## src/design/xbus_pkg.sv

```systemverilog
`default_nettype none

package xbus_pkg;

   // Word address on the bus
   typedef logic [21:0] xbus_addr_t;

   // One bus data word
   typedef logic [31:0] xbus_data_t;

   // Words backed by real storage in the slave
   localparam int RAM_WORDS = 64;
   localparam int RAM_ADDR_BITS = 6;

   // Addresses from here upward are not decoded and end as nxm
   localparam xbus_addr_t DECODE_LIMIT = 22'o11000000;

   // Length of the acknowledge delay line in the slave
   localparam int ACK_STAGES = 7;

   // Queue entries, equal to the number of host credits
   localparam int CMD_DEPTH = 4;
   localparam int CMD_PTR_BITS = 2;

   // Read value for decoded addresses that have no storage behind them
   localparam xbus_data_t UNBACKED_DATA = 32'hffff_ffff;

endpackage

`default_nettype wire

```

## src/design/cmd_queue.sv

```systemverilog
`default_nettype none

module cmd_queue
   import xbus_pkg::*;
(
   input  wire logic       clk,
   input  wire logic       reset,
   input  wire logic       cmd_valid,
   input  wire logic       cmd_write,
   input  wire xbus_addr_t cmd_addr,
   input  wire xbus_data_t cmd_data,
   output logic            cmd_credit,
   output logic            q_valid,
   output logic            q_write,
   output xbus_addr_t      q_addr,
   output xbus_data_t      q_data,
   input  wire logic       q_pop
);

   logic                    write_mem [CMD_DEPTH];
   xbus_addr_t              addr_mem  [CMD_DEPTH];
   xbus_data_t              data_mem  [CMD_DEPTH];

   logic [CMD_PTR_BITS-1:0] wr_ptr;
   logic [CMD_PTR_BITS-1:0] rd_ptr;
   logic [CMD_PTR_BITS:0]   count;                 // One bit wider to hold a full queue

   // Storage takes every push; credits keep the host from overrunning it
   always_ff @(posedge clk)
   begin
      if (cmd_valid)
      begin
         write_mem[wr_ptr] <= cmd_write;
         addr_mem[wr_ptr]  <= cmd_addr;
         data_mem[wr_ptr]  <= cmd_data;
      end
   end

   always_ff @(posedge clk)
   begin
      if (reset)
      begin
         wr_ptr     <= '0;
         rd_ptr     <= '0;
         count      <= '0;
         cmd_credit <= 1'b0;
      end
      else
      begin
         if (cmd_valid)
         begin
            wr_ptr <= wr_ptr + 1'b1;                // Depth is a power of two so pointers wrap
         end
         if (q_pop)
         begin
            rd_ptr <= rd_ptr + 1'b1;
         end

         case ({cmd_valid, q_pop})
            2'b10:   count <= count + 1'b1;
            2'b01:   count <= count - 1'b1;
            default: count <= count;                // Push and pop together leave it unchanged
         endcase

         cmd_credit <= q_pop;                       // A freed slot goes back to the host
      end
   end

   assign q_valid = (count != '0);
   assign q_write = write_mem[rd_ptr];
   assign q_addr  = addr_mem[rd_ptr];
   assign q_data  = data_mem[rd_ptr];

endmodule

`default_nettype wire

```

## src/design/xbus_master.sv

```systemverilog
`default_nettype none

module xbus_master
   import xbus_pkg::*;
(
   input  wire logic       clk,
   input  wire logic       reset,

   input  wire logic       q_valid,
   input  wire logic       q_write,
   input  wire xbus_addr_t q_addr,
   input  wire xbus_data_t q_data,
   output logic            q_pop,

   output logic            req,
   output logic            write,
   output xbus_addr_t      addr,
   output xbus_data_t      datain,
   input  wire xbus_data_t dataout,
   input  wire logic       ack,
   input  wire logic       decode,

   output logic            rsp_valid,
   output xbus_data_t      rsp_data,
   output logic            rsp_nxm
);

   typedef enum logic [1:0]
   {
      IDLE,
      LOAD,
      BUS,
      RESPOND
   } master_state_t;

   master_state_t state;
   master_state_t next_state;

   always_comb
   begin
      next_state = state;
      case (state)
         IDLE:
         begin
            if (q_valid)
            begin
               next_state = LOAD;
            end
         end
         LOAD:
         begin
            if (decode)
            begin
               next_state = BUS;
            end
            else
            begin
               next_state = RESPOND;                // Nobody answers this address
            end
         end
         BUS:
         begin
            if (ack)
            begin
               next_state = RESPOND;
            end
         end
         default:
         begin
            next_state = IDLE;
         end
      endcase
   end

   always_ff @(posedge clk)
   begin
      if (reset)
      begin
         state <= IDLE;
      end
      else
      begin
         state <= next_state;
      end
   end

   assign q_pop     = (state == IDLE) && q_valid;
   assign req       = (state == BUS);              // Falls on the edge that samples ack
   assign rsp_valid = (state == RESPOND);

   // The bus side holds the popped command for the whole transaction
   always_ff @(posedge clk)
   begin
      if (q_pop)
      begin
         write  <= q_write;
         addr   <= q_addr;
         datain <= q_data;
      end
   end

   always_ff @(posedge clk)
   begin
      if (state == LOAD)
      begin
         rsp_nxm  <= ~decode;
         rsp_data <= '0;                            // Writes and nxm report zero
      end
      else if ((state == BUS) && ack && !write)
      begin
         rsp_data <= dataout;
      end
   end

endmodule

`default_nettype wire

```

## src/design/xbus_ram.sv

```systemverilog
`default_nettype none

module xbus_ram
   import xbus_pkg::*;
(
   input  wire logic       clk,
   input  wire logic       reset,
   input  wire xbus_addr_t addr,
   input  wire xbus_data_t datain,
   input  wire logic       req,
   input  wire logic       write,
   output xbus_data_t      dataout,
   output logic            ack,
   output logic            decode
);

   xbus_data_t               ram [RAM_WORDS];

   logic [RAM_ADDR_BITS-1:0] ram_index;
   logic                     backed;
   logic                     req_delayed;
   logic [ACK_STAGES-1:0]    ack_delayed;
   logic                     busy;

   // Decoded space runs past the storage and the gap reads as all ones
   assign decode    = (addr < DECODE_LIMIT);
   assign backed    = (addr < xbus_addr_t'(RAM_WORDS));
   assign ram_index = addr[RAM_ADDR_BITS-1:0];

   assign busy = req_delayed || (ack_delayed != '0);
   assign ack  = ack_delayed[ACK_STAGES-1];

   always_ff @(posedge clk)
   begin
      if (reset)
      begin
         req_delayed <= 1'b0;
         ack_delayed <= '0;
      end
      else
      begin
         req_delayed <= req && decode && !busy;     // One accept per transaction
         ack_delayed <= {ack_delayed[ACK_STAGES-2:0], req_delayed};
      end
   end

   // Storage write lands one cycle after the request is accepted
   always_ff @(posedge clk)
   begin
      if (reset)
      begin
         for (int i = 0; i < RAM_WORDS; i++)
         begin
            ram[i] <= '0;
         end
      end
      else if (req_delayed && write && backed)
      begin
         ram[ram_index] <= datain;                  // Unbacked writes fall away here
      end
   end

   assign dataout = backed ? ram[ram_index] : UNBACKED_DATA;

endmodule

`default_nettype wire

```

## src/design/xbus_subsystem.sv

```systemverilog
`default_nettype none

module xbus_subsystem
   import xbus_pkg::*;
(
   input  wire logic       clk,
   input  wire logic       reset,

   input  wire logic       cmd_valid,
   input  wire logic       cmd_write,
   input  wire xbus_addr_t cmd_addr,
   input  wire xbus_data_t cmd_data,
   output logic            cmd_credit,

   output logic            rsp_valid,
   output xbus_data_t      rsp_data,
   output logic            rsp_nxm
);

   // Queue head toward the master
   logic       q_valid;
   logic       q_write;
   xbus_addr_t q_addr;
   xbus_data_t q_data;
   logic       q_pop;

   // Bus between master and RAM slave
   logic       req;
   logic       write;
   xbus_addr_t addr;
   xbus_data_t datain;
   xbus_data_t dataout;
   logic       ack;
   logic       decode;

   cmd_queue u_cmd_queue (
      .clk        (clk),
      .reset      (reset),
      .cmd_valid  (cmd_valid),
      .cmd_write  (cmd_write),
      .cmd_addr   (cmd_addr),
      .cmd_data   (cmd_data),
      .cmd_credit (cmd_credit),
      .q_valid    (q_valid),
      .q_write    (q_write),
      .q_addr     (q_addr),
      .q_data     (q_data),
      .q_pop      (q_pop)
   );

   xbus_master u_xbus_master (
      .clk       (clk),
      .reset     (reset),
      .q_valid   (q_valid),
      .q_write   (q_write),
      .q_addr    (q_addr),
      .q_data    (q_data),
      .q_pop     (q_pop),
      .req       (req),
      .write     (write),
      .addr      (addr),
      .datain    (datain),
      .dataout   (dataout),
      .ack       (ack),
      .decode    (decode),
      .rsp_valid (rsp_valid),
      .rsp_data  (rsp_data),
      .rsp_nxm   (rsp_nxm)
   );

   xbus_ram u_xbus_ram (
      .clk     (clk),
      .reset   (reset),
      .addr    (addr),
      .datain  (datain),
      .req     (req),
      .write   (write),
      .dataout (dataout),
      .ack     (ack),
      .decode  (decode)
   );

endmodule

`default_nettype wire

```

## config.mk

```make
export PLATFORM = sky130hd
export DESIGN_NAME = xbus_subsystem
export DESIGN_NICKNAME = d
export VERILOG_FILES = /design/src/design/xbus_pkg.sv /design/src/design/cmd_queue.sv /design/src/design/xbus_master.sv /design/src/design/xbus_ram.sv /design/src/design/xbus_subsystem.sv
export SDC_FILE = /design/constraint.sdc
export NUM_CORES = 2
export LEC_CHECK = 0
export BUFFER_PORTS_ARGS = -buffer_cell sky130_fd_sc_hd__buf_2
export CORE_MARGIN = 1
export CORE_UTILIZATION = 35
export CTS_CLUSTER_SIZE = 24
export DETAILED_ROUTE_END_ITERATION = 12
export PLACE_DENSITY = 0.6
export REMOVE_ABC_BUFFERS = 1
export SYNTH_ARGS = -nofsm -noshare
export SYNTH_HDL_FRONTEND = slang
export SYNTH_HIERARCHICAL = 1
export SYNTH_SLANG_ARGS = --single-unit
```

## constraint.sdc

```tcl
create_clock -name clk -period 3.29 [get_ports clk]
set_input_delay 0.329 -clock clk [delete_from_list [all_inputs] [get_ports clk]]
set_output_delay 0.329 -clock clk [all_outputs]
set_load 0.02 [all_outputs]
```

==> impl_metrics.tcl <==
set metrics [dict create \
    synth_top_area_share_pct 66.3 \
    synth_edf_count 2324 \
    coreArea_um2 298000 \
    slew_violations 0 \
    drive_gt1_share_pct 22.9 \
    power_density_nw_per_um2 782 \
    critPathMaxFanout 14 \
    grt_max_degree 83 \
    clock_latency_ns 0.96 \
    synth_ff_type "edfxtp_1" \
    drt_pass1_iterations 9 \
    synthTopCellsByArea "edfxtp_1 (66%), and2_1 (12%), mux4_2 (4.8%)" \
    grt_busiest_layer "met2" \
    grtUsageMet2_pct 37.9 \
    grt_pass1_vias 65765 \
    crit_type "reg -> reg" \
    comb_power_share_pct 34.6 \
    portBuffers 92 \
    async_flop_share_pct 0 \
    pwr-share-clk_pct 29.1 \
    fin_setup_tns_ns -0.240 \
    required_ns 4.10 \
    synth.ff_latch_count 2376 \
    relSlewSlack_pct 12.6 \
    clock_sinks 2376 \
    place.gp.congestion 1.00 \
    ys_warn_count 6 \
    hold_depth 2 \
    clkTransAtPathRegs_ns 0.06 \
    synth_top_cell_by_area "edfxtp_1" \
    cts-root-buf "clkbuf_16" \
    fin_worst_skew_ns 0.0958 \
    yosys.area_share.adder_pct 0.126 \
    synth_cells 7239 \
    num_vias 68139 \
    numPlacedInstances 11311 \
    min_period_ns 3.35 \
    ys_seq_area_share_pct 67.3 \
    area_growth_pct 18.9 \
    post_drt_wl_per_cell_um 32.3 \
    nets 7799 \
    p_leak_nw 45.5 \
    grt_use_met3_pct 5.81 \
    p_sw_w 0.0357 \
    cp_slowest_cell "mux4_2" \
    ant_nets 0 \
    syn_area_um2 105000 \
    grt_setup_unrepaired "yes" \
    critical_path.max_stage_delay_ns 0.55 \
    grt_pass1_wl_mm 528 \
    use_met1_pct 32.7 \
    p_sw_share_pct 36.5 \
    cts_tree "built" \
    die_w_um 550 \
    drt-initial-drc-count 10096 \
    ios 93 \
    grt_usage_pct 24.9 \
    worst_slew_pin_slew_ns 1.31 \
    drt_wl_total_mm 384 \
    cts_made_buffers 275 \
    start_util_pct 35.3 \
    fmax_ghz 0.298 \
    synth_compound_area_share_pct 6.23 \
    finalCritPeriodShare_pct 102 \
    rows 200 \
    syn_area_per_cell_um2 14.5 \
    overflow 0 \
    synth_common_cells "edfxtp_1 (2324), and2_1 (2059), clkbuf_1 (469)" \
    hold_viol 0 \
    drc 0 \
    ys_types 75 \
    dieHeight_um 550 \
    synth_xor_area_share_pct 0.0416 \
    cp-end-kind "flip-flop" \
    worst-path-stages 12 \
    grt_antenna_before_repair 44 \
    violations "setup timing" \
    h-tree-depth 5 \
    cp_top_family "buffers and inverters" \
    hold_slack_ns 0.111 \
    finish.instance_area_um2 125000 \
    clockBufferDepth 4 \
    via_per_inst 5.74 \
    crit_path_frequent_cell "buf_4" \
    cp-start-kind "flip-flop" \
    hold_class "in -> reg" \
    synth_top_family_by_area "simple AND/OR/NAND/NOR gates" \
    post-route-util_pct 42.0 \
    dieArea_um2 303000 \
    p_int_w 0.0622 \
    power_frac_seq_pct 36.3 \
    cap_violations 0 \
    synth_mux_area_share_pct 8.36 \
    ir_drop_uv 1190 \
    fin_cells 11878 \
    status "complete, but fails checks" \
    cp_data_arrival_time_ns 4.16 \
    crit_chain "buf_12 -> buf_16 -> buf_4 -> mux4_2 -> o211ai_1 -> buf_4 -> nand3_1 -> buf_4 -> a211oi_2 -> nand3_1 -> nand2_1 -> a21oi_1" \
    timing.final.ws_setup_ns -0.0628 \
    crit_buf_inv 5 \
    setup_viol 7 \
    worstRegToRegCells 12 \
    fill_cells 26571 \
    synth-simple-area-share_pct 14.8 \
    hpwl_mm 240 \
    placed_cell_area_um2 116000 \
    yosysMostFrequentCell "edfxtp_1" \
]
layout by cell type (no fill, tap or decap), types with 16 or more instances in the layout:
cell type | Yosys | layout
a221oi_1 | 197 | 188
mux4_2 | 226 | 226
or2_2 | 67 | 67
clkinv_2 | 0 | 29
diode_2 | 0 | 26
clkinv_1 | 0 | 55
nor2_2 | 0 | 60
buf_12 | 5 | 184
o221ai_1 | 18 | 18
mux2i_1 | 173 | 173
and2_1 | 2059 | 2051
clkbuf_1 | 469 | 70
dfxtp_1 | 52 | 50
buf_2 | 131 | 91
a22oi_1 | 161 | 157
dlygate4sd3_1 | 0 | 57
o2bb2ai_1 | 16 | 16
edfxtp_1 | 2324 | 2324
a221o_1 | 40 | 39
nor2_1 | 183 | 119
o21ai_0 | 112 | 106
nand2_1 | 163 | 163
o22ai_1 | 70 | 67
nand3_1 | 27 | 27
a22o_1 | 39 | 38
nand4_1 | 20 | 20
clkbuf_16 | 0 | 283
mux2_2 | 164 | 163
a21oi_1 | 185 | 182
buf_4 | 55 | 602
per-layer routing:
layer  routed length (um)  share of wire [%]  vias up
li1                     -                  -    27773
met1               146000                 38    34863
met2               170000                 44     4579
met3                43000                 11      912
met4                24700                6.4       12
met5                   82              0.021        -
worst paths after layout:
check / from / end / slack [ns]
worst min register to register: u_xbus_master/rsp_data[7] / u_xbus_master/rsp_data[7] / 0.46
worst min-delay path: cmd_addr[16] / u_cmd_queue/addr_mem[3][16] / 0.11
worst max-delay path: u_xbus_master/addr[1] / u_xbus_master/rsp_data[0] / -0.06
worst max register to register: u_xbus_master/addr[1] / u_xbus_master/rsp_data[0] / -0.06
per-stage QoR:
step	power, W	setup WS [ns]
finish	0.0979	-0.0628
global placement	0.0681	-0.485
floorplan	0.0449	-15.03
global route	0.0995	-0.0428
detailed placement	0.0683	-0.510
CTS	0.0968	-0.0439
repair_timing:
item                                    CTS  global route
endpoints found under the hold margin   239             0
cloned                                    1             1
endpoints found under the setup margin  136            19
hold buffers                             57             0
pin swaps                                 5             4
resized for setup                        34            29
buffers inserted                         15             8
power groups by stage:
stage | Combinational, W | Sequential (W) | Clock (W)
2_1_floorplan | 0.00704 | 0.0379 | 0
3_3_place_gp | 0.0320 | 0.0361 | 0
3_5_place_dp | 0.0321 | 0.0361 | 0
4_1_cts | 0.0326 | 0.0355 | 0.0287
5_1_grt | 0.0341 | 0.0356 | 0.0298
6_report | 0.0339 | 0.0355 | 0.0285
flip-flops by register name, summed over array words and instances (netlist names), named ones only:
signal / cells
u_xbus_master/addr: 22
u_xbus_master/rsp_nxm: 1
u_cmd_queue/wr_ptr: 2
u_xbus_ram/ram: 2048
u_cmd_queue/addr_mem: 88
u_cmd_queue/data_mem: 128
u_cmd_queue/count: 3
u_cmd_queue/rd_ptr: 2
u_xbus_master/write: 1
u_xbus_master/rsp_data: 32
u_cmd_queue/cmd_credit: 1
u_xbus_master/state: 2
u_xbus_master/datain: 32
u_xbus_ram/req_delayed: 1
u_xbus_ram/ack_delayed: 7
u_cmd_queue/write_mem: 4
final cells by class:
type,count,area [um^2],area share (%)
inverters,11,53.8,0.0430
well taps,3939,4930,3.94
repair buffers,947,9490,7.59
flip-flops and latches,2376,70800,56.6
diodes,26,65.1,0.0520
multi-input cells,4120,31700,25.3
clock buffers,360,7430,5.94
clock inverters,99,659,0.527
kinds of logic after synthesis:
logic type	count (synthesis)
simple gates	2618
flops	2376
compound gates	919
buf+inv	743
mux	568
fa+ha+maj	10
xor+xnor	5
(Power assumes the default switching activity.)
